## src/rtl/chroni_pkg.sv

```systemverilog
`default_nettype none

package chroni_pkg;

   typedef enum logic [1:0] {
      MODE_640X480 = 2'd0,
      MODE_800X600 = 2'd1
   } vga_mode_t;

   typedef enum logic [6:0] {
      REG_ADDR_LO = 7'd0,
      REG_ADDR_HI = 7'd1,
      REG_DATA    = 7'd2,
      REG_STATUS  = 7'd3
   } cpu_reg_t;

   typedef enum logic [2:0] {
      FETCH_IDLE,
      FETCH_TEXT,
      FETCH_TEXT_WAIT,
      FETCH_FONT,
      FETCH_FONT_WAIT,
      FETCH_SHIFT
   } fetch_state_t;

   // 640x480, negative sync
   localparam int   H_TOTAL_640  = 800;
   localparam int   H_SYNC_640   = 96;
   localparam int   H_BP_640     = 48;
   localparam int   H_ACTIVE_640 = 640;
   localparam int   V_TOTAL_640  = 525;
   localparam int   V_SYNC_640   = 2;
   localparam int   V_BP_640     = 33;
   localparam int   V_ACTIVE_640 = 480;
   localparam logic SYNC_POS_640 = 1'b0;
   localparam int   PF_X_640     = 0;
   localparam int   PF_Y_640     = 0;

   // 800x600, positive sync
   localparam int   H_TOTAL_800  = 1056;
   localparam int   H_SYNC_800   = 128;
   localparam int   H_BP_800     = 88;
   localparam int   H_ACTIVE_800 = 800;
   localparam int   V_TOTAL_800  = 628;
   localparam int   V_SYNC_800   = 4;
   localparam int   V_BP_800     = 23;
   localparam int   V_ACTIVE_800 = 600;
   localparam logic SYNC_POS_800 = 1'b1;
   localparam int   PF_X_800     = 80;
   localparam int   PF_Y_800     = 60;

   // playfield in physical pixels, every logical pixel doubled
   localparam int PF_WIDTH    = 640;
   localparam int PF_HEIGHT   = 480;

   localparam int VRAM_ADDR_W = 13;
   localparam int FONT_BASE   = 0;
   localparam int TEXT_BASE   = 1024;
   localparam int TEXT_COLS   = 40;
   localparam int TEXT_ROWS   = 30;
   localparam int LINE_PIXELS = 320;

   localparam logic [4:0] FG_R     = 5'd19;
   localparam logic [5:0] FG_G     = 6'd39;
   localparam logic [4:0] FG_B     = 5'd19;
   localparam logic [4:0] BG_R     = 5'd2;
   localparam logic [5:0] BG_G     = 6'd4;
   localparam logic [4:0] BG_B     = 5'd10;
   localparam logic [4:0] BORDER_R = 5'd4;
   localparam logic [5:0] BORDER_G = 6'd8;
   localparam logic [4:0] BORDER_B = 5'd6;

endpackage

`default_nettype wire
```

## src/rtl/chroni_regs.sv

```systemverilog
`timescale 1ns/1ps
`default_nettype none

module chroni_regs
   import chroni_pkg::*;
(
   input  logic                   vga_clk,
   input  logic                   reset_n,
   input  logic [6:0]             cpu_addr,
   input  logic [7:0]             cpu_data_in,
   input  logic                   cpu_we,
   input  logic                   cpu_re,
   output logic [7:0]             cpu_data_out,
   output logic                   cpu_req,
   output logic                   cpu_wr,
   output logic [VRAM_ADDR_W-1:0] cpu_addr_v,
   output logic [7:0]             cpu_wdata,
   input  logic                   cpu_ack,
   input  logic [7:0]             rdata
);

   logic [VRAM_ADDR_W-1:0] ptr;
   logic [7:0]             rd_latch;
   logic                   busy;
   logic                   start_wr;
   logic                   start_rd;

   assign start_wr = cpu_we && !busy && (cpu_addr == REG_DATA);
   assign start_rd = cpu_we && !busy && (cpu_addr == REG_STATUS);

   always_ff @(posedge vga_clk) begin
      if (!reset_n) begin
         ptr  <= '0;
         busy <= 1'b0;
      end else begin
         if (busy && cpu_ack) begin
            busy <= 1'b0;
            ptr  <= ptr + 1'b1;
         end
         if (start_wr || start_rd) busy <= 1'b1;
         if (cpu_we && cpu_addr == REG_ADDR_LO) ptr[7:0] <= cpu_data_in;
         if (cpu_we && cpu_addr == REG_ADDR_HI) ptr[VRAM_ADDR_W-1:8] <= cpu_data_in[4:0];
      end
   end

   // address and data are frozen for the whole access
   always_ff @(posedge vga_clk) begin
      if (start_wr || start_rd) begin
         cpu_addr_v <= ptr;
         cpu_wr     <= start_wr;
      end
      if (start_wr) cpu_wdata <= cpu_data_in;
      if (cpu_ack && !cpu_wr) rd_latch <= rdata;
   end

   assign cpu_req = busy;

   always_ff @(posedge vga_clk) begin
      if (!reset_n) begin
         cpu_data_out <= 8'h00;
      end else if (cpu_re) begin
         case (cpu_reg_t'(cpu_addr))
            REG_ADDR_LO: cpu_data_out <= ptr[7:0];
            REG_ADDR_HI: cpu_data_out <= {3'b000, ptr[VRAM_ADDR_W-1:8]};
            REG_DATA:    cpu_data_out <= rd_latch;
            REG_STATUS:  cpu_data_out <= {7'b0000000, busy};
            default:     cpu_data_out <= 8'h00;
         endcase
      end
   end

endmodule

`default_nettype wire

```

## config.mk

```make
export PLATFORM = sky130hd
export DESIGN_NAME = chroni_regs
export DESIGN_NICKNAME = d
export VERILOG_FILES = /design/src/rtl/chroni_pkg.sv /design/src/rtl/chroni_regs.sv
export SDC_FILE = /design/constraint.sdc
export NUM_CORES = 1
export LEC_CHECK = 0
export BUFFER_PORTS_ARGS = -buffer_cell sky130_fd_sc_hd__buf_2
export CORE_MARGIN = 2
export CORE_UTILIZATION = 45
export DETAILED_ROUTE_END_ITERATION = 16
export GPL_ROUTABILITY_DRIVEN = 0
export PLACE_DENSITY_LB_ADDON = 0.2
export RECOVER_POWER = 50
export SLEW_MARGIN = 20
export SYNTH_ARGS = -nofsm -noshare
export SYNTH_HDL_FRONTEND = slang
export SYNTH_SLANG_ARGS = --single-unit
```

## constraint.sdc

```tcl
create_clock -name vga_clk -period 4.7 [get_ports vga_clk]
set_input_delay 0.47 -clock vga_clk [delete_from_list [all_inputs] [get_ports vga_clk]]
set_output_delay 0.47 -clock vga_clk [all_outputs]
set_load 0.01 [all_outputs]
```

Yosys cells after proc, flatten, opt, wreduce, memory -nomap -nowiden
Index checks and enable logic that the tools add are counted.

word-level totals
  flip-flop bits (word level) = 52
  input bits = 28
  output and inout bits = 31
  word-level logic and storage cells = 32

operators by class
  add/subtract/negate cells = 1
  equal/unequal tests = 3
  muxes and demuxes = 6
  reduce and logical (&&, ||, !) cells = 14

operators with widths
  cell                     number
  $pmux W8 S4              1
  $eq A7 B2 Y1 const B     2
  $add A13 B1 Y13 const B  1
  $mux W13                 1
  $mux W8                  1
  $eq A7 B1 Y1 const B     1
  $logic_and A1 B1 Y1      7
  $logic_not A7 Y1         1
  $reduce_bool A2 Y1       3
  $mux W5                  1
  $logic_not A1 Y1         2
  $mux W1                  2
  $logic_or A1 B1 Y1       1

Depth between registers and ports, before layout
  depth after elaboration = 5
  gate-level depth with buffers = 6

Least setup slack after synthesis
OpenSTA, ideal clock, no wires.

  kind = input -> register
  start = input port cpu_addr[4]
  end = register cpu_addr_v[0], enable pin
  setup time = 0.381 ns
  arrival = 1.675 ns
  required time = 4.319 ns
  slack = 2.644 ns
  cell stages on the path = 2
  path buffers = 0
  path through = or4_4 nor4_4

on the way
  cells in the longest elaborated chain, start to end = 3
  elaborated cells on any way between the ends = 5

RTL lines
  what                                    RTL line                              text
  start, declared                         chroni_regs.sv:9                      input logic [6:0] cpu_addr,
  $eq A7 B2 Y1 (on tied branches)         chroni_regs.sv:28, chroni_regs.sv:29
  $logic_and A1 B1 Y1 (on tied branches)  chroni_regs.sv:28, chroni_regs.sv:29
  $logic_or A1 B1 Y1 *                    chroni_regs.sv:48                     if (start_wr || start_rd) begin
  end signal, assigned                    chroni_regs.sv:49                     cpu_addr_v <= ptr;
  end, declared                           chroni_regs.sv:16                     output logic [VRAM_ADDR_W-1:0] cpu_addr_v,

Every way passes the cells marked *; elsewhere a longest branch is shown, timed or not.
A chain may end at the register's enable or synchronous reset.

Final worst setup path
  start = input port cpu_addr[4]
  end = register cpu_wdata[2], enable pin

on the way
  cells in the longest elaborated chain, start to end = 2

RTL lines
  what                  RTL line           text
  $eq A7 B2 Y1          chroni_regs.sv:28  assign start_wr = cpu_we && !busy && (cpu_addr == REG_DATA);
  $logic_and A1 B1 Y1   chroni_regs.sv:28
  named net start_wr    chroni_regs.sv:25  logic start_wr;
  end signal, assigned  chroni_regs.sv:52  if (start_wr) cpu_wdata <= cpu_data_in;
  end, declared         chroni_regs.sv:17  output logic [7:0] cpu_wdata,

The timed path passes the listed nets, and every way through them passes these cells.

==> results.ini <==
[synth]
synth_warnings=0
synth-compound-area-share_pct=10.69
syn_nets=198
ys_ff_latch=52
synth_top_family_by_area=simple AND/OR/NAND/NOR gates
ys_async_sr_fraction_pct=0
synthMuxAreaShare_pct=4.425
synth_edf_count=30
synth.avg_cell_area_sq_um=12.88
syn_area_sq_mm=0.002177
ys_seq_area_share_pct=61.61
syn_inst=169
synth_ff_type=edfxtp_1
synth_fa_ha_area_share_pct=0.5747
synth_cell_types=33
synth_xor_xnor_area_share_pct=4.828
synthSimpleGateAreaFrac_pct=16.03

[die]
rows=25
start_util_pct=46.40
die_y_um=73.56
io_pins=59
dieArea_sq_mm=0.005410
coreArea_sq_mm=0.004692
die_x_um=73.56

[clock_network]
clkSinkCount=52
cts_root_buf=clkbuf_8
clk_path_buf_depth=2
cts_resized=0
cts_max_level=2
cts_tree=built
cts-hold-fix-buffers=0
clk_latency_ps=300
clkTransAtPathRegs_ps=90
post_cts_buffers=0
cts_buffers=5

[timing]
finalCritPeriodShare_pct=44.04
fmax_mhz=483.1
maxSlewViolCount=0
slew-limit-headroom_pct=35.23
tightest_slew_ps=964.3
fin_crit_ps=2070
setup_viol=0
fin_setup_tns_ps=0
final-hold-violation-count=0
finalClockSkew_ps=7.058
rsz0062_at_grt=no

[worst_setup_path]
crit_type=input pin to flip-flop
slowest_stage=nor3b_2
worst_ep_required_time_ps=4640
path_cells=buf_2 -> or4_4 -> nor3_4 -> nor3b_2
crit_arrival_ps=2010
start_kind=input pin
slowest_delay_ps=670
cp-end-kind=flip-flop
cp_max_fo=9

[drt]
via_count=1525
drtPass1Iterations=4
ant_nets=0
drc=0
drtIter0Drc=90
routed_via_density=5.408
wirelength_um=4378
detail_route.wl_per_cell_um=15.52

[outcome]
status=complete, no violations

[run]
maxCapViolCount=0

[power]
p_total_mw=0.7579
power.density_mw_per_mm2=299.0
peakVddDrop_mv=0.1301
leakagePower_nw=0.9339

[global_routing]
grt_pass1_vias=1347
track_usage_pct=17.27
antenna_found_initial=0
grt_pass1_wl_um=6934
grt-ovfl-total=0
grt_max_degree=23

[layout]
diodes=0
nets=256
final_cell_mix=35 x clkbuf_1, 30 x edfxtp_1, 25 x buf_2, 22 x dfxtp_1, 13 x nand3_1
drive_gt1_share_pct=17.98
final_common_cell=clkbuf_1
area_growth_pct=16.44

[placed_design]
io_buffers=58
hpwlAfterDp_um=3184

[hold_path]
hp-class=input pin to flip-flop

through the flow:
stage | util [%] | setup slack (ps) | hold slack [ps] | area [sq um] | std cells
after floorplan | - | 2644 | 449.6 | 2177 | 169
after global placement | 53.33 | 2358 | 456.5 | 2502 | 274
after detailed placement | 53.33 | 2245 | 457.1 | 2502 | 274
after CTS | 55.07 | 2627 | 335.6 | 2584 | 282
after global routing | 54.03 | 2582 | 334.1 | 2535 | 282
final | 54.03 | 2630 | 341.6 | 2535 | 282
worst max-delay path: cells and delay by family:
| family | cells | cell delay, ps |
|---|---|---|
| buffers and inverters | 1 | 110 |
| and+or+nand+nor | 3 | 1430 |
synthesized netlist by cell type, types with 3 or more instances:
master	count	share of area, %
edfxtp_1	30	41
dfxtp_1	22	20
nand3_1	13	3.0
xor2_1	11	4.4
a21oi_1	10	2.3
a21boi_1	8	2.8
nand2b_1	8	2.3
nand2_1	7	1.2
o21ai_1	7	1.6
nand4_1	6	1.7
buf_2	5	1.1
and4_1	4	1.6
mux2i_1	4	1.8
nor2b_1	4	1.1
o2bb2ai_1	4	1.6
mux2_2	3	1.6
o211a_1	3	1.4
o21ai_0	3	0.69
layer usage:
metal	vias to the layer above	track usage, %	share of wire [%]
met5	-	0	0
met3	8	4.938	6.0
met2	56	24.80	45
li1	751	-	-
met1	710	24.96	48
met4	0	6.061	1.6
registers in the layout (all words and copies together), names as in the netlist:
register / count
cpu_req: 1
cpu_addr_v: 13
rd_latch: 8
ptr: 13
cpu_data_out: 8
cpu_wr: 1
cpu_wdata: 8
path summary, 6_finish.rpt:
path,startpoint,to,slack (ps),cells past startpoint
worst max-delay path,cpu_addr[4],cpu_wdata[2]$_DFFE_PP_,2630,4
worst max register to register,cpu_req$_SDFFE_PN0P_,cpu_wr$_DFFE_PP_,2980,1
worst min-delay path,rdata[4],rd_latch[4]$_DFFE_PP_,340,1
worst min register to register,cpu_data_out[7]$_SDFFE_PN0P_,cpu_data_out[7]$_SDFFE_PN0P_,470,2
final cells by class:
| type | count | area [sq um] |
|---|---|---|
| Inverter | 2 | 7.507 |
| Clock buffer | 7 | 76.32 |
| Sequential cell | 52 | 1341 |
| Fill cell | 442 | 2157 |
| Clock inverter | 1 | 5.005 |
| Multi-Input combinational cell | 108 | 788.3 |
| Timing Repair Buffer | 58 | 249.0 |
| Tap cell | 54 | 67.56 |
cells by family after synthesis:
logic type,after synthesis
xor+xnor,12
compound gates,36
mux,8
buf+inv,9
flops,52
fa+ha+maj,1
simple gates,51
report_power, final:
group | leakage [nW] | switching, mW | internal (mW)
clock network | 0.0422 | 0.137 | 0.105
registers | 0.472 | 0.00114 | 0.479
logic | 0.420 | 0.0197 | 0.0154
Power figures use the tool's default switching activity.
