===== src/rtl/chroni_pkg.sv =====
`default_nettype none

package chroni_pkg;

   typedef enum logic [1:0] {
      MODE_640X480 = 2'd0,
      MODE_800X600 = 2'd1
   } vga_mode_t;

   typedef enum logic [6:0] {
      REG_ADDR_LO = 7'd0,
      REG_ADDR_HI = 7'd1,
      REG_DATA    = 7'd2,
      REG_STATUS  = 7'd3
   } cpu_reg_t;

   typedef enum logic [2:0] {
      FETCH_IDLE,
      FETCH_TEXT,
      FETCH_TEXT_WAIT,
      FETCH_FONT,
      FETCH_FONT_WAIT,
      FETCH_SHIFT
   } fetch_state_t;

   // 640x480, negative sync
   localparam int   H_TOTAL_640  = 800;
   localparam int   H_SYNC_640   = 96;
   localparam int   H_BP_640     = 48;
   localparam int   H_ACTIVE_640 = 640;
   localparam int   V_TOTAL_640  = 525;
   localparam int   V_SYNC_640   = 2;
   localparam int   V_BP_640     = 33;
   localparam int   V_ACTIVE_640 = 480;
   localparam logic SYNC_POS_640 = 1'b0;
   localparam int   PF_X_640     = 0;
   localparam int   PF_Y_640     = 0;

   // 800x600, positive sync
   localparam int   H_TOTAL_800  = 1056;
   localparam int   H_SYNC_800   = 128;
   localparam int   H_BP_800     = 88;
   localparam int   H_ACTIVE_800 = 800;
   localparam int   V_TOTAL_800  = 628;
   localparam int   V_SYNC_800   = 4;
   localparam int   V_BP_800     = 23;
   localparam int   V_ACTIVE_800 = 600;
   localparam logic SYNC_POS_800 = 1'b1;
   localparam int   PF_X_800     = 80;
   localparam int   PF_Y_800     = 60;

   // playfield in physical pixels, every logical pixel doubled
   localparam int PF_WIDTH    = 640;
   localparam int PF_HEIGHT   = 480;

   localparam int VRAM_ADDR_W = 13;
   localparam int FONT_BASE   = 0;
   localparam int TEXT_BASE   = 1024;
   localparam int TEXT_COLS   = 40;
   localparam int TEXT_ROWS   = 30;
   localparam int LINE_PIXELS = 320;

   localparam logic [4:0] FG_R     = 5'd19;
   localparam logic [5:0] FG_G     = 6'd39;
   localparam logic [4:0] FG_B     = 5'd19;
   localparam logic [4:0] BG_R     = 5'd2;
   localparam logic [5:0] BG_G     = 6'd4;
   localparam logic [4:0] BG_B     = 5'd10;
   localparam logic [4:0] BORDER_R = 5'd4;
   localparam logic [5:0] BORDER_G = 6'd8;
   localparam logic [4:0] BORDER_B = 5'd6;

endpackage

`default_nettype wire

===== src/rtl/vga_timing.sv =====
`timescale 1ns/1ps
`default_nettype none

module vga_timing
   import chroni_pkg::*;
(
   input  logic       vga_clk,
   input  logic       reset_n,
   input  logic [1:0] vga_mode_in,
   output logic       vga_hs,
   output logic       vga_vs,
   output logic       de,
   output logic       pf,
   output logic       line_start,
   output logic       pix_en,
   output logic       disp_half,
   output logic       fetch_start,
   output logic [7:0] fetch_row
);

   vga_mode_t   mode;
   logic [11:0] x_cnt, y_cnt;
   logic [11:0] h_total, h_sync, h_bp, h_active, pf_x;
   logic [11:0] v_total, v_sync, v_bp, v_active, pf_y_off;
   logic        sync_pos;
   logic [11:0] h_de_start, h_de_end, h_pf_start, h_pf_end;
   logic [11:0] v_de_start, v_de_end, v_pf_start, v_pf_end;
   logic        h_de_in, v_de_in, h_pf_in, v_pf_in;
   logic [11:0] pf_y;
   logic        pre_line, row_line;

   always_comb begin
      if (mode == MODE_800X600) begin
         h_total  = 12'(H_TOTAL_800);
         h_sync   = 12'(H_SYNC_800);
         h_bp     = 12'(H_BP_800);
         h_active = 12'(H_ACTIVE_800);
         pf_x     = 12'(PF_X_800);
         v_total  = 12'(V_TOTAL_800);
         v_sync   = 12'(V_SYNC_800);
         v_bp     = 12'(V_BP_800);
         v_active = 12'(V_ACTIVE_800);
         pf_y_off = 12'(PF_Y_800);
         sync_pos = SYNC_POS_800;
      end else begin
         h_total  = 12'(H_TOTAL_640);
         h_sync   = 12'(H_SYNC_640);
         h_bp     = 12'(H_BP_640);
         h_active = 12'(H_ACTIVE_640);
         pf_x     = 12'(PF_X_640);
         v_total  = 12'(V_TOTAL_640);
         v_sync   = 12'(V_SYNC_640);
         v_bp     = 12'(V_BP_640);
         v_active = 12'(V_ACTIVE_640);
         pf_y_off = 12'(PF_Y_640);
         sync_pos = SYNC_POS_640;
      end
   end

   assign h_de_start = h_sync + h_bp + 12'd1;
   assign h_de_end   = h_sync + h_bp + h_active;
   assign h_pf_start = h_de_start + pf_x;
   assign h_pf_end   = h_pf_start + 12'(PF_WIDTH) - 12'd1;
   assign v_de_start = v_sync + v_bp + 12'd1;
   assign v_de_end   = v_sync + v_bp + v_active;
   assign v_pf_start = v_de_start + pf_y_off;
   assign v_pf_end   = v_pf_start + 12'(PF_HEIGHT) - 12'd1;

   assign h_de_in = (x_cnt >= h_de_start) && (x_cnt <= h_de_end);
   assign v_de_in = (y_cnt >= v_de_start) && (y_cnt <= v_de_end);
   assign h_pf_in = (x_cnt >= h_pf_start) && (x_cnt <= h_pf_end);
   assign v_pf_in = (y_cnt >= v_pf_start) && (y_cnt <= v_pf_end);

   // physical line inside the playfield, two per logical line
   assign pf_y     = y_cnt - v_pf_start;
   assign pre_line = (y_cnt == v_pf_start - 12'd1);
   assign row_line = v_pf_in && !pf_y[0] && (pf_y[8:1] < 8'(TEXT_ROWS * 8 - 1));

   always_ff @(posedge vga_clk) begin
      if (!reset_n) begin
         mode  <= MODE_640X480;
         x_cnt <= 12'd1;
         y_cnt <= 12'd1;
      end else begin
         // unsupported codes keep the current mode
         if (x_cnt == 12'd1 && y_cnt == 12'd1 &&
             (vga_mode_in == MODE_640X480 || vga_mode_in == MODE_800X600)) begin
            mode <= vga_mode_t'(vga_mode_in);
         end
         if (x_cnt == h_total) begin
            x_cnt <= 12'd1;
            y_cnt <= (y_cnt == v_total) ? 12'd1 : y_cnt + 12'd1;
         end else begin
            x_cnt <= x_cnt + 12'd1;
         end
      end
   end

   always_ff @(posedge vga_clk) begin
      if (!reset_n) begin
         vga_hs      <= !SYNC_POS_640;
         vga_vs      <= !SYNC_POS_640;
         de          <= 1'b0;
         pf          <= 1'b0;
         line_start  <= 1'b0;
         fetch_start <= 1'b0;
      end else begin
         vga_hs      <= (x_cnt <= h_sync) ? sync_pos : !sync_pos;
         vga_vs      <= (y_cnt <= v_sync) ? sync_pos : !sync_pos;
         de          <= h_de_in && v_de_in;
         pf          <= h_pf_in && v_pf_in;
         line_start  <= (x_cnt == h_pf_start) && v_pf_in;
         fetch_start <= (x_cnt == 12'd1) && (pre_line || row_line);
      end
   end

   // row n+1 is fetched while row n is on screen
   always_ff @(posedge vga_clk) begin
      fetch_row <= pre_line ? 8'd0 : pf_y[8:1] + 8'd1;
      disp_half <= pf_y[1];
   end

   assign pix_en = pf;

   hs_edges: assert property (@(posedge vga_clk) disable iff (!reset_n)
      ($changed(vga_hs) && $past(mode, 2) == mode) |->
         ($past(x_cnt) == 12'd1 || $past(x_cnt) == h_sync + 12'd1))
      else $error("vga_hs toggled off a sync boundary");

endmodule

`default_nettype wire


===== config.mk =====
export PLATFORM = sky130hd
export DESIGN_NAME = vga_timing
export DESIGN_NICKNAME = d
export VERILOG_FILES = /design/src/rtl/chroni_pkg.sv /design/src/rtl/vga_timing.sv
export SDC_FILE = /design/constraint.sdc
export NUM_CORES = 1
export LEC_CHECK = 0
export ABC_AREA = 1
export BUFFER_PORTS_ARGS = -buffer_cell sky130_fd_sc_hd__buf_2
export CAP_MARGIN = 20
export CELL_PAD_IN_SITES_DETAIL_PLACEMENT = 0
export CELL_PAD_IN_SITES_GLOBAL_PLACEMENT = 2
export CORE_ASPECT_RATIO = 0.8
export CORE_MARGIN = 5
export CORE_UTILIZATION = 25
export DETAILED_ROUTE_END_ITERATION = 10
export HOLD_SLACK_MARGIN = 0.06
export PLACE_DENSITY_LB_ADDON = 0.3
export SLEW_MARGIN = 15
export SYNTH_ARGS = -nofsm -noshare
export SYNTH_HDL_FRONTEND = slang
export SYNTH_SLANG_ARGS = --single-unit

===== constraint.sdc =====
create_clock -name vga_clk -period 2.4 [get_ports vga_clk]
set_input_delay 0.24 -clock vga_clk [delete_from_list [all_inputs] [get_ports vga_clk]]
set_output_delay 0.24 -clock vga_clk [all_outputs]
set_load 0.02 [all_outputs]

# Word level (Yosys, flattened, before mapping)
# Index checks and enable logic that the tools add are counted.
# totals
word_cells	80
output_inout_bits	16
inputBits	4
regBits	41
# op_classes
n_eq_ne	8
reduce_logical	18
order_cmp	11
addsub	17
muxes	14
bitwise_logic	1
# ops
operator	n
adder 12 bit	5
less-or-equal comparator 12 bit	5
adder 12 x 1 -> 12 bit (second input constant)	4
>= comparator 12 bit	4
== test 12 bit	3
subtractor 12 x 1 -> 12 bit (second input constant)	3
== test 12 x 1 -> 1 bit (second input constant)	2
two-way mux 7 bit	3
adder 12 x 10 -> 12 bit (second input constant)	1
adder 12 x 6 -> 12 bit	1
adder 12 x 9 -> 12 bit (second input constant)	1
== test 12 x 10 -> 1 bit	1
less-or-equal comparator 12 x 3 -> 1 bit	1
logical AND 1 bit	12
two-way mux 12 bit	1
two-way mux 6 bit	2
two-way mux 11 bit	1
two-way mux 10 bit	1
two-way mux 9 bit	1
subtractor 9 bit	1
adder 8 x 1 -> 8 bit (second input constant)	1
less-than comparator 8 bit (second input constant)	1
two-way mux 8 bit	1
== test 2 x 1 -> 1 bit (second input constant)	2
other kinds (7)	11

# Longest topological paths before layout
# depth
ltp_word	13
ltp_mapped	17
depth_no_buf	17

# Least setup slack after synthesis
# No wires, ideal clock.
# synth_timing
path_type	register to register
startpoint	register mode[1]
endpoint	register fetch_row[6]
setup_ns	0.113
path_slack_ns	0.277
t_arrival_ns	2.011
synth_period_minus_slack_ns	2.123
path_buffers	0
stages_incl_launch_ff	16
required_ns	2.287
cell_sequence	dfxtp_1 -> inv_1 -> nand2_4 -> ha_1 -> inv_1 -> ha_1 -> nor2_1 -> nand2_1 -> nand2_1 -> nand2_1 -> nor2_1 -> nand3_1 -> nor2_1 -> nand2_1 -> nand2_1 -> nor2_1
# synth_via
elab_chain_len	7
word_cells_on_any_way	11
classes_between	6 x add/sub; 2 x eq/ne; 3 x mux
# synth_lines
element	line_no	rtl
start, declared	vga_timing.sv:21	vga_mode_t mode;
start signal, assigned	vga_timing.sv:88	mode <= vga_mode_t'(vga_mode_in);
== test 2 x 1 -> 1 bit (*)	vga_timing.sv:33	if (mode == MODE_800X600) begin
two-way mux 3 bit / two-way mux 6 bit (equally long branches)	vga_timing.sv:33	
adder 12 bit	vga_timing.sv:64	assign v_de_start = v_sync + v_bp + 12'd1;
adder 12 x 1 -> 12 bit	vga_timing.sv:64	
adder 12 x 6 -> 12 bit (*)	vga_timing.sv:66	assign v_pf_start = v_de_start + pf_y_off;
subtractor 9 bit / subtractor 12 x 1 -> 12 bit (equally long branches)	vga_timing.sv:75, vga_timing.sv:76	
adder 8 x 1 -> 8 bit / == test 12 bit (equally long branches)	vga_timing.sv:119, vga_timing.sv:76	
end signal, assigned	vga_timing.sv:119	fetch_row <= pre_line ? 8'd0 : pf_y[8:1] + 8'd1;
end, declared	vga_timing.sv:18	output logic [7:0] fetch_row
# Mark *: on every way between the ends. The rest lies on a longest branch, timed or not.
# A chain may end at the register's enable or synchronous reset.

# Final worst setup path
# layout_timing
startpoint	register mode[1]
endpoint	register fetch_start
# layout_via
elab_chain_len	13
word_cells_on_any_way	20
classes_between	7 x add/sub; 3 x order compare; 2 x eq/ne; 3 x mux; 5 x reduce/logical
# layout_lines
element	line_no	rtl
== test 2 x 1 -> 1 bit (*)	vga_timing.sv:33	
two-way mux 3 bit / two-way mux 6 bit (equally long branches)	vga_timing.sv:33	
adder 12 bit	vga_timing.sv:64	
adder 12 x 1 -> 12 bit	vga_timing.sv:64	
adder 12 x 6 -> 12 bit (*)	vga_timing.sv:66	
adder 12 x 9 -> 12 bit	vga_timing.sv:67	assign v_pf_end = v_pf_start + 12'(PF_HEIGHT) - 12'd1;
subtractor 12 x 1 -> 12 bit	vga_timing.sv:67	
less-or-equal comparator 12 bit	vga_timing.sv:72	assign v_pf_in = (y_cnt >= v_pf_start) && (y_cnt <= v_pf_end);
logical AND 1 bit	vga_timing.sv:72	
logical AND 1 bit (2 in a row)	vga_timing.sv:77	assign row_line = v_pf_in && !pf_y[0] && (pf_y[8:1] < 8'(TEXT_ROWS * 8 - 1));
logical OR 1 bit (*)	vga_timing.sv:113	fetch_start <= (x_cnt == 12'd1) && (pre_line || row_line);
logical AND 1 bit (*)	vga_timing.sv:113	
end signal, assigned	vga_timing.sv:113	
end, declared	vga_timing.sv:17	output logic fetch_start,
# Marks and branches as above.

==> impl_results.md <==
- Synth Area per Inst: roughly 6.6 sq um
- Fin Setup TNS: 0 ps
- Syn nets: 465
- Die Ht: approximately 110 microns
- Cell variety after synth: 38
- Unrepaired setup endpoints after global routing: false
- Htree depth: 2
- Largest net degree at the start of global routing: 12
- Most frequent cells in the layout: nand2_1, inv_1, nor2_1
- Clock transition at the registers of the reported paths: 60 ps
- Global Route Usage Sum: 12.31%
- Syn Inst Count: around 440
- Fin. Hold Viols: 0
- Routed Antenna Nets: 0
- Peak VDD IR: 0.0002576 V
- Area Growth Syn to Fin: 15.72%
- ANT cells: 0
- Yosys top cell area share: 28.34%
- Avg Vias per Cell: roughly 4.7
- Die Span X: roughly 130 microns
- Share of layout cells above drive strength 1: 12.82%
- First-pass GRT wire length: 13.32 mm
- Top cells by area, synth: dfxtp_1, nand2_1, ha_1, inv_1, nor2_1
- Fmax: 462.1 MHz
- Tot Pwr: 1663 uW
- Inserted Clock Buffers: 5
- Vias in the first global route: 2475
- Row Count: 35
- Starting Density: 25.34%
- Synth Cell Area: a little under 0.003 sq mm
- WS Path Type: flip-flop to flip-flop
- Hold Path Class: primary input to flip-flop
- Worst EP required: approximately 2600 ps
- Crit path DAT: 2320 ps
- Core area: 0.01143 sq mm
- Max_cap viols: 0
- Clock latency at the later pin of the worst-skew pair: 280 ps
- # hold bufs at CTS: 0
- Final Slew Violations: 0
- Fillers: 1263
- Status: finished clean
- Num ports: 20
- Final setup vio count: 0
- Tightest Pin Transition: 475.7 ps
- Die footprint: 0.01385 sq mm
- Cell taking the most area after synthesis: dfxtp_1
- Clock Path Buffers: 2
- Startpoint Class: flip-flop
- Detailed Routing Iterations Pass 1: 4
- GPL Wtd Cong: ~0.82
- Slew HR: around two thirds
- PwrDens: 496.2 mW/mm^2
- YS warnings: 0
- GR Overflow Total: 0
- Minimum clock period: 2164 ps
- CTS Sinks: 41
- Most common cell after layout, fill and taps aside: nand2_1
- Avg WL per Cell: ~14 microns
- Worst Path Max Fanout: 10
- Clock Skew: 8.670 ps
- Clock Root Buffer: clkbuf_16
- CTS tree: yes
- Worst Setup End Kind: flip-flop
- Input/output buffers: 19
- Total Nets Final: roughly 500
- Post-route clock period utilization: around nine tenths
- #FFs+latches synth: between 40 and 50
- Post-synthesis sequential area ratio: 28.34%
- Post-CTS setup buffers: 0
- Leak: 0.001599 uW
- Post-route DRC: 0
- Number of antenna violations at the first check in global routing: 0
- Drt total wl: 8.462 mm
- Drt first-iter violations: 128
- Detailed-route via count: 2873
- HPWL Detailed: around 7.0 mm
[metrics by stage]
step,util (%),area (sq um),setup WS [ps],hold slack [ps],std cells
floorplan,-,2897,276.7,381.7,437
global placement,28.06,3207,147.7,443.7,608
detailed placement,28.06,3207,144.3,449.9,608
CTS,29.25,3343,125.9,216.7,616
global route,29.33,3352,11.37,214.6,616
finish,29.33,3352,236.1,217.6,616
[flip-flops by register name, summed over array words and instances (netlist names)]
| register | count |
|---|---|
| fetch_row | 8 |
| de | 1 |
| fetch_start | 1 |
| vga_hs | 1 |
| line_start | 1 |
| vga_vs | 1 |
| disp_half | 1 |
| x_cnt | 12 |
| mode | 2 |
| pf | 1 |
| y_cnt | 12 |
[cell families (layout without fill, tap and decap cells)]
group | count (synthesis) | after routing | synth area share, %
and+or+nand+nor | 240 | 240 | 38.45
adders and majority gates | 24 | 24 | 10.37
AOI/OAI and AO/OA | 58 | 58 | 11.27
DFF | 41 | 41 | 28.34
xor gates and xnor gates | 7 | 7 | 2.117
buffers and inverters | 67 | 98 | 9.460
[layer usage]
metal	GRT usage, %	part of all wire [%]
met5	0	0
met4	2.423	0.85
met3	2.612	5.5
met2	15.63	37
met1	20.46	57
[synth_stat cells, drive strengths merged]
cell type	instances
ha	24
o21bai	1
buf	6
xnor2	1
a21oi	27
o21ai	20
nor4	2
nand2	109
or2	2
a211oi	1
a31o	1
nand4	10
inv	61
o211ai	1
o21a	1
nand3b	3
xor2	6
o2111ai	1
dfxtp	41
nor3b	3
nor3	15
o22ai	4
o32ai	1
nor2	57
nand3	39
[repair_timing]
| item | 4_1_cts | 5_1_grt |
|---|---|---|
| endpoints found under the hold margin | 0 | 0 |
| gates resized for setup | 0 | 4 |
| endpoints found under the setup margin | 0 | 3 |
[layout make-up]
class	instances	area, sq um	area share [%]
Clock buffer	8	136.4	4.069
Timing Repair Buffer	29	170.2	5.077
Tap cell	148	185.2	5.524
Multi-Input combinational cell	329	1809	53.98
Sequential cell	41	822.0	24.52
Inverter	61	229.0	6.831
[where the power goes]
group / switching (uW) / internal [uW]
logic: 196 / 92.4
registers: 14.0 / 706
clock network: 268 / 387
total: 477 / 1190
[worst paths after layout]
| kind | cells after the start | start | end | slack (ps) |
|---|---|---|---|---|
| setup reg to reg | 13 | mode[1] | fetch_start | 240 |
| hold / removal | 3 | vga_mode_in[0] | mode[0] | 220 |
| hold reg to reg | 1 | x_cnt[0] | x_cnt[0] | 460 |
| setup / recovery | 13 | mode[1] | fetch_start | 240 |
[worst max-delay path, stage by stage (launching register included)]
cell and delay [ps]:
dfxtp_1 310, inv_2 90, nand2_4 60, buf_4 170
ha_1 390, inv_1 120, nand2_1 70, nand2_1 60
a21oi_1 240, nand3_1 100, nand2_1 160, nand2_1 60
o21bai_1 120, a21oi_1 70
Power figures use the tool's default switching activity.
