`src/rtl/chroni_pkg.sv`:
```
`default_nettype none

package chroni_pkg;

   typedef enum logic [1:0] {
      MODE_640X480 = 2'd0,
      MODE_800X600 = 2'd1
   } vga_mode_t;

   typedef enum logic [6:0] {
      REG_ADDR_LO = 7'd0,
      REG_ADDR_HI = 7'd1,
      REG_DATA    = 7'd2,
      REG_STATUS  = 7'd3
   } cpu_reg_t;

   typedef enum logic [2:0] {
      FETCH_IDLE,
      FETCH_TEXT,
      FETCH_TEXT_WAIT,
      FETCH_FONT,
      FETCH_FONT_WAIT,
      FETCH_SHIFT
   } fetch_state_t;

   // 640x480, negative sync
   localparam int   H_TOTAL_640  = 800;
   localparam int   H_SYNC_640   = 96;
   localparam int   H_BP_640     = 48;
   localparam int   H_ACTIVE_640 = 640;
   localparam int   V_TOTAL_640  = 525;
   localparam int   V_SYNC_640   = 2;
   localparam int   V_BP_640     = 33;
   localparam int   V_ACTIVE_640 = 480;
   localparam logic SYNC_POS_640 = 1'b0;
   localparam int   PF_X_640     = 0;
   localparam int   PF_Y_640     = 0;

   // 800x600, positive sync
   localparam int   H_TOTAL_800  = 1056;
   localparam int   H_SYNC_800   = 128;
   localparam int   H_BP_800     = 88;
   localparam int   H_ACTIVE_800 = 800;
   localparam int   V_TOTAL_800  = 628;
   localparam int   V_SYNC_800   = 4;
   localparam int   V_BP_800     = 23;
   localparam int   V_ACTIVE_800 = 600;
   localparam logic SYNC_POS_800 = 1'b1;
   localparam int   PF_X_800     = 80;
   localparam int   PF_Y_800     = 60;

   // playfield in physical pixels, every logical pixel doubled
   localparam int PF_WIDTH    = 640;
   localparam int PF_HEIGHT   = 480;

   localparam int VRAM_ADDR_W = 13;
   localparam int FONT_BASE   = 0;
   localparam int TEXT_BASE   = 1024;
   localparam int TEXT_COLS   = 40;
   localparam int TEXT_ROWS   = 30;
   localparam int LINE_PIXELS = 320;

   localparam logic [4:0] FG_R     = 5'd19;
   localparam logic [5:0] FG_G     = 6'd39;
   localparam logic [4:0] FG_B     = 5'd19;
   localparam logic [4:0] BG_R     = 5'd2;
   localparam logic [5:0] BG_G     = 6'd4;
   localparam logic [4:0] BG_B     = 5'd10;
   localparam logic [4:0] BORDER_R = 5'd4;
   localparam logic [5:0] BORDER_G = 6'd8;
   localparam logic [4:0] BORDER_B = 5'd6;

endpackage

`default_nettype wire
```
`src/rtl/line_buffer.sv`:
```
`timescale 1ns/1ps
`default_nettype none

module line_buffer
   import chroni_pkg::*;
(
   input  logic       vga_clk,
   input  logic       reset_n,
   input  logic       wr_en,
   input  logic       wr_half,
   input  logic [5:0] wr_col,
   input  logic [7:0] wr_bits,
   input  logic       line_start,
   input  logic       pix_en,
   input  logic       disp_half,
   input  logic       de,
   input  logic       pf,
   output logic [4:0] vga_r,
   output logic [5:0] vga_g,
   output logic [4:0] vga_b
);

   logic [LINE_PIXELS-1:0] lines [2];
   logic [8:0]             col;
   logic                   dbl;
   logic [8:0]             rd_col;
   logic                   pix_bit;

   // leftmost pixel is the font msb
   always_ff @(posedge vga_clk) begin
      if (wr_en) begin
         for (int k = 0; k < 8; k++) begin
            lines[wr_half][{wr_col, 3'(k)}] <= wr_bits[7 - k];
         end
      end
   end

   always_ff @(posedge vga_clk) begin
      if (!reset_n) begin
         col <= '0;
         dbl <= 1'b0;
      end else if (line_start) begin
         col <= '0;
         dbl <= 1'b1;
      end else if (pix_en) begin
         dbl <= !dbl;
         if (dbl && col != 9'(LINE_PIXELS - 1)) col <= col + 9'd1;
      end
   end

   // column 0 shows already in the line_start cycle
   assign rd_col  = line_start ? 9'd0 : col;
   assign pix_bit = lines[disp_half][rd_col];

   always_comb begin
      if (!de) begin
         {vga_r, vga_g, vga_b} = '0;
      end else if (!pf) begin
         {vga_r, vga_g, vga_b} = {BORDER_R, BORDER_G, BORDER_B};
      end else if (pix_bit) begin
         {vga_r, vga_g, vga_b} = {FG_R, FG_G, FG_B};
      end else begin
         {vga_r, vga_g, vga_b} = {BG_R, BG_G, BG_B};
      end
   end

endmodule

`default_nettype wire

```
`config.mk`:
```
export PLATFORM = sky130hd
export DESIGN_NAME = line_buffer
export DESIGN_NICKNAME = d
export VERILOG_FILES = /design/src/rtl/chroni_pkg.sv /design/src/rtl/line_buffer.sv
export SDC_FILE = /design/constraint.sdc
export NUM_CORES = 1
export LEC_CHECK = 0
export BUFFER_PORTS_ARGS = -buffer_cell sky130_fd_sc_hd__buf_2
export CAP_MARGIN = 20
export CORE_UTILIZATION = 45
export DETAILED_ROUTE_END_ITERATION = 8
export PLACE_DENSITY_LB_ADDON = 0.12
export SLEW_MARGIN = 10
export SYNTH_ARGS = -nofsm -noshare
export SYNTH_HDL_FRONTEND = slang
export SYNTH_SLANG_ARGS = --single-unit
```
`constraint.sdc`:
```
create_clock -name vga_clk -period 10 [get_ports vga_clk]
set_input_delay 1.5 -clock vga_clk [delete_from_list [all_inputs] [get_ports vga_clk]]
set_output_delay 1.5 -clock vga_clk [all_outputs]
set_load 0.1 [all_outputs]
```
# After elaboration in Yosys (flattened, before gate mapping)

Memories as Yosys holds them, arrays and structs flattened.
Index checks and enable logic that the tools add are counted.

Equality and inequality tests: 1
Bitwise gates (word level): 1
Magnitude comparators: 17
Multiplexer cells: 39
Reductions and logical operators: 13
Add/subtract/negate cells: 1

Operators with widths:

| cell                                                                           | count |
|---|---|
| 40-bit two-way mux                                                             | 8 |
| 9-bit by 10-bit less-than comparator with 1-bit output (second input constant) | 9 |
| 9-bit by 1-bit >= comparator with 1-bit output (second input constant)         | 8 |
| 1-bit demux with 6-bit select                                                  | 8 |
| 5-bit two-way mux                                                              | 6 |
| 6-bit two-way mux                                                              | 3 |
| 1-bit two-way mux                                                              | 12 |
| 9-bit by 1-bit adder with 9-bit output (second input constant)                 | 1 |
| 1-bit binary-select mux with 9-bit select                                      | 1 |
| 1-bit logical AND                                                              | 9 |
| 9-bit two-way mux                                                              | 1 |
| 9-bit inequality test (second input constant)                                  | 1 |
| 2-bit AND reduction                                                            | 1 |
| 2-bit nonzero test                                                             | 1 |
| 2-bit OR reduction                                                             | 1 |
| 1-bit logical NOT                                                              | 1 |
| 1-bit NOT                                                                      | 1 |

Flip-flop bits (word level): 10
Output and inout bits: 16
Memory bits (writable): 640
Memories kept: 1
Bits of input ports: 23

Memory list:

| memory | depth | bits a word | rd ports | clocked after Yosys merged registers in | wr ports | RTL line          | RTL |
|---|---|---|---|---|---|---|---|
| lines  | 2     | 320         | 1        | 0                                       | 1        | line_buffer.sv:23 | `logic [LINE_PIXELS-1:0] lines [2];` |

# Depth between registers and ports, before layout

Gate-level depths: netlist of the first run.

Depth in word-level cells: 6
Gate-level depth with buffers: 14

# Least setup slack after synthesis of the first run

Ideal clock, no wire load.

Path type: input to output
Start point: input disp_half
End point: output vga_b[4]
Path buffers: 6
Stages on the path: 14
Setup slack: 2.945 ns
Arrival time: 5.555 ns
Cells stage by stage: buf_6 buf_12 buf_6 buf_6 buf_6 a221oi_1 o21ai_0 o211ai_1 nand4_1 a22oi_1 a21oi_1 or4_1 a21oi_1 buf_4

Longest elaborated chain between the ends: 6

Ends and longest elaborated chain:

| what                                      | RTL line          | RTL |
|---|---|---|
| start: declaration                        | line_buffer.sv:15 | `input logic disp_half,` |
| memory read 2 x 320 bit                   | --                |  |
| 1-bit binary-select mux with 9-bit select | line_buffer.sv:53 | `assign pix_bit = lines[disp_half][rd_col];` |
| 1-bit two-way mux (implied by the code)   | line_buffer.sv:53 |  |
| 5-bit two-way mux                         | line_buffer.sv:60 | `end else if (pix_bit) begin` |
| 5-bit two-way mux                         | line_buffer.sv:58 | `end else if (!pf) begin` |
| 5-bit two-way mux                         | line_buffer.sv:56 | `if (!de) begin` |
| end: declaration                          | line_buffer.sv:20 | `output logic [4:0] vga_b` |

No other way between the ends. The select of a mux whose other input is x is not followed.

# Final worst setup path of the first run

Start point: input line_start
End point: output vga_g[5]

Longest elaborated chain between the ends: 6

Ends and longest elaborated chain:

| what                                      | RTL line          | RTL |
|---|---|---|
| start: declaration                        | line_buffer.sv:13 | `input logic line_start,` |
| 9-bit two-way mux                         | line_buffer.sv:52 | `assign rd_col = line_start ? 9'd0 : col;` |
| 1-bit binary-select mux with 9-bit select | line_buffer.sv:53 |  |
| 1-bit two-way mux (implied by the code)   | line_buffer.sv:53 |  |
| 6-bit two-way mux                         | line_buffer.sv:60 |  |
| 6-bit two-way mux                         | line_buffer.sv:58 |  |
| 6-bit two-way mux                         | line_buffer.sv:56 |  |
| end: declaration                          | line_buffer.sv:19 | `output logic [5:0] vga_g,` |

No other way between the ends. The select of a mux whose other input is x is not followed.

==> results of run 1 <==
-- flip-flops by register name, indices dropped and copies added, names as in the netlist --
name / cells
lines: 640
col: 9
dbl: 1
-- cells by family (layout without fill, tap and decap cells) --
logic type,after synthesis,after routing,synth area share (%)
DFF,650,650,72.26
AOI/OAI and AO/OA,381,381,10.87
and+or+nand+nor,298,298,4.903
buffers and inverters,170,222,3.660
muxes,132,132,7.953
xor gates and xnor gates,9,9,0.2933
adders and majority gates,1,1,0.04655
other,1,2,0.01396
-- layout make-up --
cell class                      instances  area [sq um]
Sequential cell                       650         19420
Clock inverter                         27         222.7
Fill cell                            4972         29410
Multi-Input combinational cell        823          6507
Inverter                               40         151.4
Clock buffer                           94          1903
Tap cell                              773         967.2
Timing Repair Buffer                   61         436.7
-- path summary, 6_finish.rpt --
path,end,start,cells past startpoint
max,vga_g[5],line_start,12
min,col[8],col[8],2
max reg2reg,col[5],col[0],8
min reg2reg,col[8],col[8],2
-- Yosys cell counts, types with 4 or more instances --
library cell	n
nand2_1	47
nand2b_1	5
mux2_2	32
a21oi_1	11
o32ai_1	46
inv_1	39
nand3_1	22
nand3b_1	4
xor2_1	4
clkbuf_1	33
o32a_1	10
and3_1	5
mux2i_1	38
a22o_1	4
o21ai_0	74
nor2_1	170
buf_4	35
nor2b_1	9
edfxtp_1	640
o211ai_1	34
a221oi_1	32
buf_6	18
nand4_1	11
xnor2_1	5
o221ai_1	47
mux4_2	62
dfxtp_1	10
buf_2	41
o22a_1	70
o21ai_1	10
o2111ai_1	4
nor3_1	8
o22ai_1	16
-- power by group through the flow --
stage / clock, mW / combinational (mW) / sequential (mW)
final: 2.44 / 0.249 / 3.01
after global routing: 2.58 / 0.267 / 3.01
after CTS: 2.48 / 0.253 / 3.01
after detailed placement: 0 / 0.253 / 3.06
after global placement: 0 / 0.251 / 3.06
after floorplan: 0 / 0.155 / 3.06
-- worst reg2reg max path: stages, from the launching register on --
cell and delay [ns]:
dfxtp_4 0.40, buf_4 0.54, ha_1 0.34, nand3_1 0.11, o311a_1 0.42, and4_1 0.27
nand3_1 0.10, xor2_1 0.15, nor2_1 0.05
-- metrics by stage --
step                      instances  hold slack [ns]
after floorplan                1643           0.5002
after global placement         2345           0.5340
after detailed placement       2346           0.5580
after CTS                      2467           0.5731
after global routing           2468           0.5914
final                          2468           0.5722
-- per-layer routing --
layer	vias up	share of wire, %
li1	6649	-
met1	7873	43
met2	519	48
met3	132	6.2
met4	0	3.2
met5	-	0
==> results.txt, run 1 <==
Initial Util: 45.53%
Critical-path cell list: buf_4 -> nand2b_4 -> buf_4 -> mux4_2 -> nor3_1 -> nor3_1 -> a221oi_1 -> a31oi_1 -> nor2b_1 -> or4b_1 -> a21oi_1 -> buf_2
Slew Limit Fails: 0
Hold crit path type: flip-flop to flip-flop
DRC violations left: 0
Largest net degree at the start of global routing: 141
Worst stage delay on the critical path: 0.92 ns
Met2 Usage GRT: 36.01%
Post-layout min period: 7.284 ns
Synthesized flop and latch total: 650
Routed WL: 66,790 microns
Seq pwr share: 52.8%
Flop2flop setup slack: 7.50 ns
CP Capture Type: output port
CTS tree: yes
GRT Max-Usage Layer: met2
First-pass GRT wire length: 99,590 microns
Placed instance area: 27,460 sq um
Final period util: 72.84%
Core area: 59,020 sq um
Number of global-route vias before repair: 15,460
Vias/cell: 6.148
DRT antenna net count: 0
I/O Buffers: 36
Comb pwr share: 4.4%
Netlist cell types: 64
CTS Buf Count: 69
CP Max Fanout: 77
Syn Area/Cell: 16.37 sq um
Endpoints failing hold: 0
Post-DP HPWL: 34,880 microns
Row cnt: 89
DRT iter0 DRCs: 1,302
Critical path launch point type: primary input
GRT Overall Usage: 22.37%
Sw power: 1.214 mW
Critical Path RT: 8.50 ns
Clk pwr share: 42.9%
Gate count of the mapped netlist: 1,642
Place WS: 2.702 ns
Status: complete, no violations
# clock sinks: 650
Worst path buffer plus inverter count: 3
Post-CTS Hold Fix Bufs: 0
CTS Root Cell: clkbuf_16
Worst slew pin tran: 1.119 ns
Top cell type's share of synthesized area: 71.52%
Power per standard cell area: 192.4 nW/um^2
Design internal power: 4.485 mW
Max-capacitance violation count: 0
Clk_lat worst skew: 0.61 ns
Worst-path clk slew: 0.06 ns
Most common cell after layout, fill and taps aside: edfxtp_1
Post-route cell area: 29,610 sq um
Ys Warns: 0
RSZ-0062 raised after global routing: false
Nets: 1,669
Ports: 39
Setup violators final: 0
Cts repair resizes: 0
Relative slew slack: 25.40%
Full die area: 60,700 sq um
Die span in x: 246.4 microns
Top_reg_cell synth: edfxtp_1
Post-synth top area cell: edfxtp_1
Most frequent cells in the layout: edfxtp_1, nor2_1, o21ai_0, clkbuf_16, o22a_1
Post-synthesis cell area: 26,870 sq um
Setup_tns: 0 ns
Worst Clk Skew: 0.01228 ns
First-pass DRT Iterations: 5
Leakage power: 9.046 nW
Sw Ratio: 21.31%
WS Path Type: primary input to output port
Die span in y: 246.4 microns
Critical Path AT: 5.78 ns
Register area share after synthesis: 72.26%
Total power: 5.699 mW
Met3 usage: 3.943%
Antenna Cells: 0
DR WL/cell: 27.06 microns
Share of layout cells above drive strength 1: 15.81%
Area contributors post-synth: edfxtp_1, mux4_2, nor2_1
CTS HTree Levels: 3
RD Place Congestion: 0.7961
Crit-path leading delay family: simple AND/OR/NAND/NOR gates
Peak VDD IR: 0.0001448 V
Final core utilization: 50.17%
CTS Buffer Depth: 3
Setup bufs post-CTS: 0
Routed vias: 15,170
Area growth, synth to finish: 10.20%
Post-route setup slack: 2.716 ns
Cell with the largest stage delay on the worst path: nand2b_4
Initial antenna violation count: 1
Met1 Use GR: 30.66%
Fmax: 137.3 MHz
Post-synth ARST share: 0%
Post-synth EDFFs: 640
Total gr overflow: 0
No activity file was read; power rests on OpenSTA's default activity.
==> inputs of run 2 (changes only) <==
Settings changed: ABC_AREA from default to 1.
Clock period 10 ns to 7.2 ns, I/O delays scaled along.
==> run 2 against run 1 <==
First-iteration DRC count rose by 19%. Clock-buffer cell count fell by 4. Worst hold slack got worse by 0.046 ns. Synthesized cell count rose by 46%. Register-to-register slack got worse by 2.3 ns. Non-clock buffer count rose by 53. Global-route usage rose by 0.34 points. Routed wire length rose by 4.3%. Synthesized area rose by 2.7%. Final cell count rose by 32%. Sequential power rose by 39%. Die area rose by 2.7%. Critical path type unchanged. Largest cell class unchanged.
==> results.txt, run 2 <==
Hold crit path type: flip-flop to flip-flop
Top_reg_cell synth: edfxtp_1
Cell with the largest stage delay on the worst path: buf_2
Ports: 39 (unchanged)
Cts repair resizes: 0 (unchanged)
Initial antenna violation count: 1 (unchanged)
Post-DP HPWL: 35,970 microns (+3.1%)
Post-Place Cells: 3,105 (+32%)
Post-synthesis cell area: 27,610 sq um (+2.7%)
First-pass DRT Iterations: 5 (unchanged)
Peak VDD IR: 0.0002038 V (+41%)
Area contributors post-synth: edfxtp_1, nand3_1, nand2_1
Leakage power: 11.04 nW (+22%)
Antenna Cells: 0 (unchanged)
RSZ-0062 raised after global routing: false
Most frequent cells in the layout: edfxtp_1, nand2_1, nand3_1, nor2_1, inv_1
I/O Buffers: 36 (unchanged)
Worst stage delay on the critical path: 0.51 ns (-0.41 ns)
Core area: 60,470 sq um (+2.5%)
Die span in y: 249.7 microns (+1.4%)
RD Place Congestion: 0.7807 (-1.9%)
Clk_lat worst skew: 0.59 ns (-0.02 ns)
Critical-path cell list: buf_2 -> inv_4 -> nand2_8 -> buf_4 -> o211ai_1 -> nand3_1 -> nand3_1 -> nand3_1 -> nand3_1 -> nand3_1 -> nand3_1 -> nand3_1 -> nand3_1 -> a21oi_1 -> buf_2
Routed vias: 17,730 (+17%)
Most Frequent Cell on Critical Path: nand3_1
Place WS: 1.405 ns (-1.297 ns)
Post-synth top area cell: edfxtp_1
Critical path launch point type: primary input
Post-route cell area: 30,780 sq um (+3.9%)
Worst Clk Skew: 0.003728 ns (-0.008555 ns)
CP Max Fanout: 86 (+12%)
Ys Warns: 0 (unchanged)
CTS HTree Levels: 3 (unchanged)
Post-synth ARST share: 0% (unchanged)
Top Registers: lines x640, col x9, dbl x1
Vias/cell: 5.454 (-11%)
Largest register by flop count: lines
Register area share after synthesis: 70.33% (-1.9 points)
Routed WL: 69,660 microns (+4.3%)
# clock sinks: 650 (unchanged)
Post-CTS Hold Fix Bufs: 0 (unchanged)
Largest net degree at the start of global routing: 133 (-5.7%)
CTS tree: yes
Critical Path AT: 4.69 ns (-1.09 ns)
Flop2flop setup slack: 5.18 ns (-2.32 ns)
Largest register FFs: 640 (unchanged)
Worst-path clk slew: 0.06 ns (about the same)
CTS Buffer Depth: 3 (unchanged)
Post-layout min period: 5.775 ns
DRT iter0 DRCs: 1,544 (+19%)
Endpoints failing hold: 0 (unchanged)
Setup bufs post-CTS: 0 (unchanged)
CTS Root Cell: clkbuf_16
Setup_tns: 0 ns (unchanged)
Max-capacitance violation count: 0 (unchanged)
Critical R2R Launch: col[0]
GRT Overall Usage: 22.70% (+0.34 points)
Top cell type's share of synthesized area: 69.61% (-1.9 points)
WS Path Type: primary input to output port
Slew Limit Fails: 0 (unchanged)
Total gr overflow: 0 (unchanged)
Worst slew pin tran: 1.124 ns (+0.004803 ns)
Post-synth EDFFs: 640 (unchanged)
Hold path depth: 2 (unchanged)
DRT antenna net count: 0 (unchanged)
Full die area: 62,350 sq um (+2.7%)
Syn Area/Cell: 11.55 sq um (-29%)
Die span in x: 249.7 microns (+1.4%)
Status: complete, no violations
Gate count of the mapped netlist: 2,391 (+46%)
Initial Util: 45.66% (+0.13 points)
Share of layout cells above drive strength 1: 10.94% (-4.9 points)
Final period util: 80.20%
Netlist cell types: 35 (-45%)
Setup violators final: 0 (unchanged)
Capturing point of the worst reg2reg path: col[8]
Hold path endpoint: col[4]
Synth top cells by count: edfxtp_1, nand2_1, nand3_1
Critical Path RT: 6.12 ns (-2.38 ns)
Power per standard cell area: 257.3 nW/um^2 (+34%)
Most common cell after layout, fill and taps aside: edfxtp_1
Min-delay src: col[3]
First-pass GRT wire length: 106,500 microns (+6.9%)
Non-Filler Instances: 3,250 (+32%)
R2R depth: 10 (+2)
CP Capture Type: output port
Fmax: 173.2 MHz
Area growth, synth to finish: 11.47%
DRC violations left: 0 (unchanged)
Final core utilization: 50.89% (+0.72 points)
Relative slew slack: 25.08% (-0.32 points)
CTS Buf Count: 71 (+2.9%)
Synthesized flop and latch total: 650 (unchanged)
Number of global-route vias before repair: 17,170 (+11%)
Row cnt: 90 (+1.1%)
Nets: 2,445 (+46%)
Post-route setup slack: 1.425 ns (-1.291 ns)
DR WL/cell: 21.43 microns (-21%)
Placed instance area: 28,510 sq um (+3.8%)
Most common cell in the netlist: edfxtp_1
## run 2: cell count changes after synthesis, moves of 62 or more
cell and delta:
mux4_2 -62, inv_1 +160, nor2_1 +102, o22a_1 -70, nand3_1 +311, o211ai_1 +73, nand2_1 +332
## run 2: worst max-delay path by stage
stage,startpoint,to,slack (ns),depth (start not counted)
floorplan,line_start,vga_b[4],1.48,17
global placement,line_start,vga_b[0],1.44,14
global route,line_start,vga_b[4],1.13,16
detailed placement,line_start,vga_g[0],1.41,16
CTS,line_start,vga_g[0],1.40,16
finish,line_start,vga_g[0],1.43,15
## run 2: power by group
| part | switching (mW) | total, mW | internal [mW] |
|---|---|---|---|
| registers | 0.00365 | 4.18 | 4.17 |
| clock network | 1.41 | 3.37 | 1.95 |
| logic | 0.292 | 0.378 | 0.0861 |
| total | 1.71 | 7.92 | 6.21 |
## run 2: final cells by class
class | count | area (sq um)
inverters | 204 | 777.0
clock inverters | 30 | 216.5
fillers | 5300 | 29690
clock buffers | 90 | 1891
multi-input cells | 1380 | 6616
flip-flops and latches | 650 | 19420
well taps | 782 | 978.4
repair buffers | 114 | 878.3
## run 2: per-stage QoR
step / power (mW) / hold WS (ns)
2_1_floorplan: 4.485 / 0.4792
3_3_place_gp: 4.629 / 0.5045
3_5_place_dp: 4.634 / 0.5170
4_1_cts: 7.982 / 0.5234
5_1_grt: 8.170 / 0.5534
6_report: 7.919 / 0.5258
## run 2: routing by layer
metal,vias to the layer above,wire (microns),global-route usage (%),part of all wire [%]
met1,8701,30570,31.27,44
met4,2,1554,6.861,2.2
li1,8425,-,-,-
met5,-,10,0,0.014
met3,105,4072,3.484,5.8
met2,494,33450,37.17,48
## run 2: cell families (layout without fill, tap and decap cells)
kind of cell	count (synthesis)	count (layout)	synth area share (%)
xor+xnor	1	1	0.03173
fa+ha+maj	1	1	0.04531
compound gates	248	248	5.792
flops	650	650	70.33
other cells	1	2	0.01358
buf+inv	362	438	5.910
simple gates	1128	1128	17.87
## run 2: worst max-delay path: cells and delay by family
family | cells | cell delay [ns]
simple gates | 9 | 1.65
compound gates | 2 | 0.55
buf+inv | 4 | 1.32
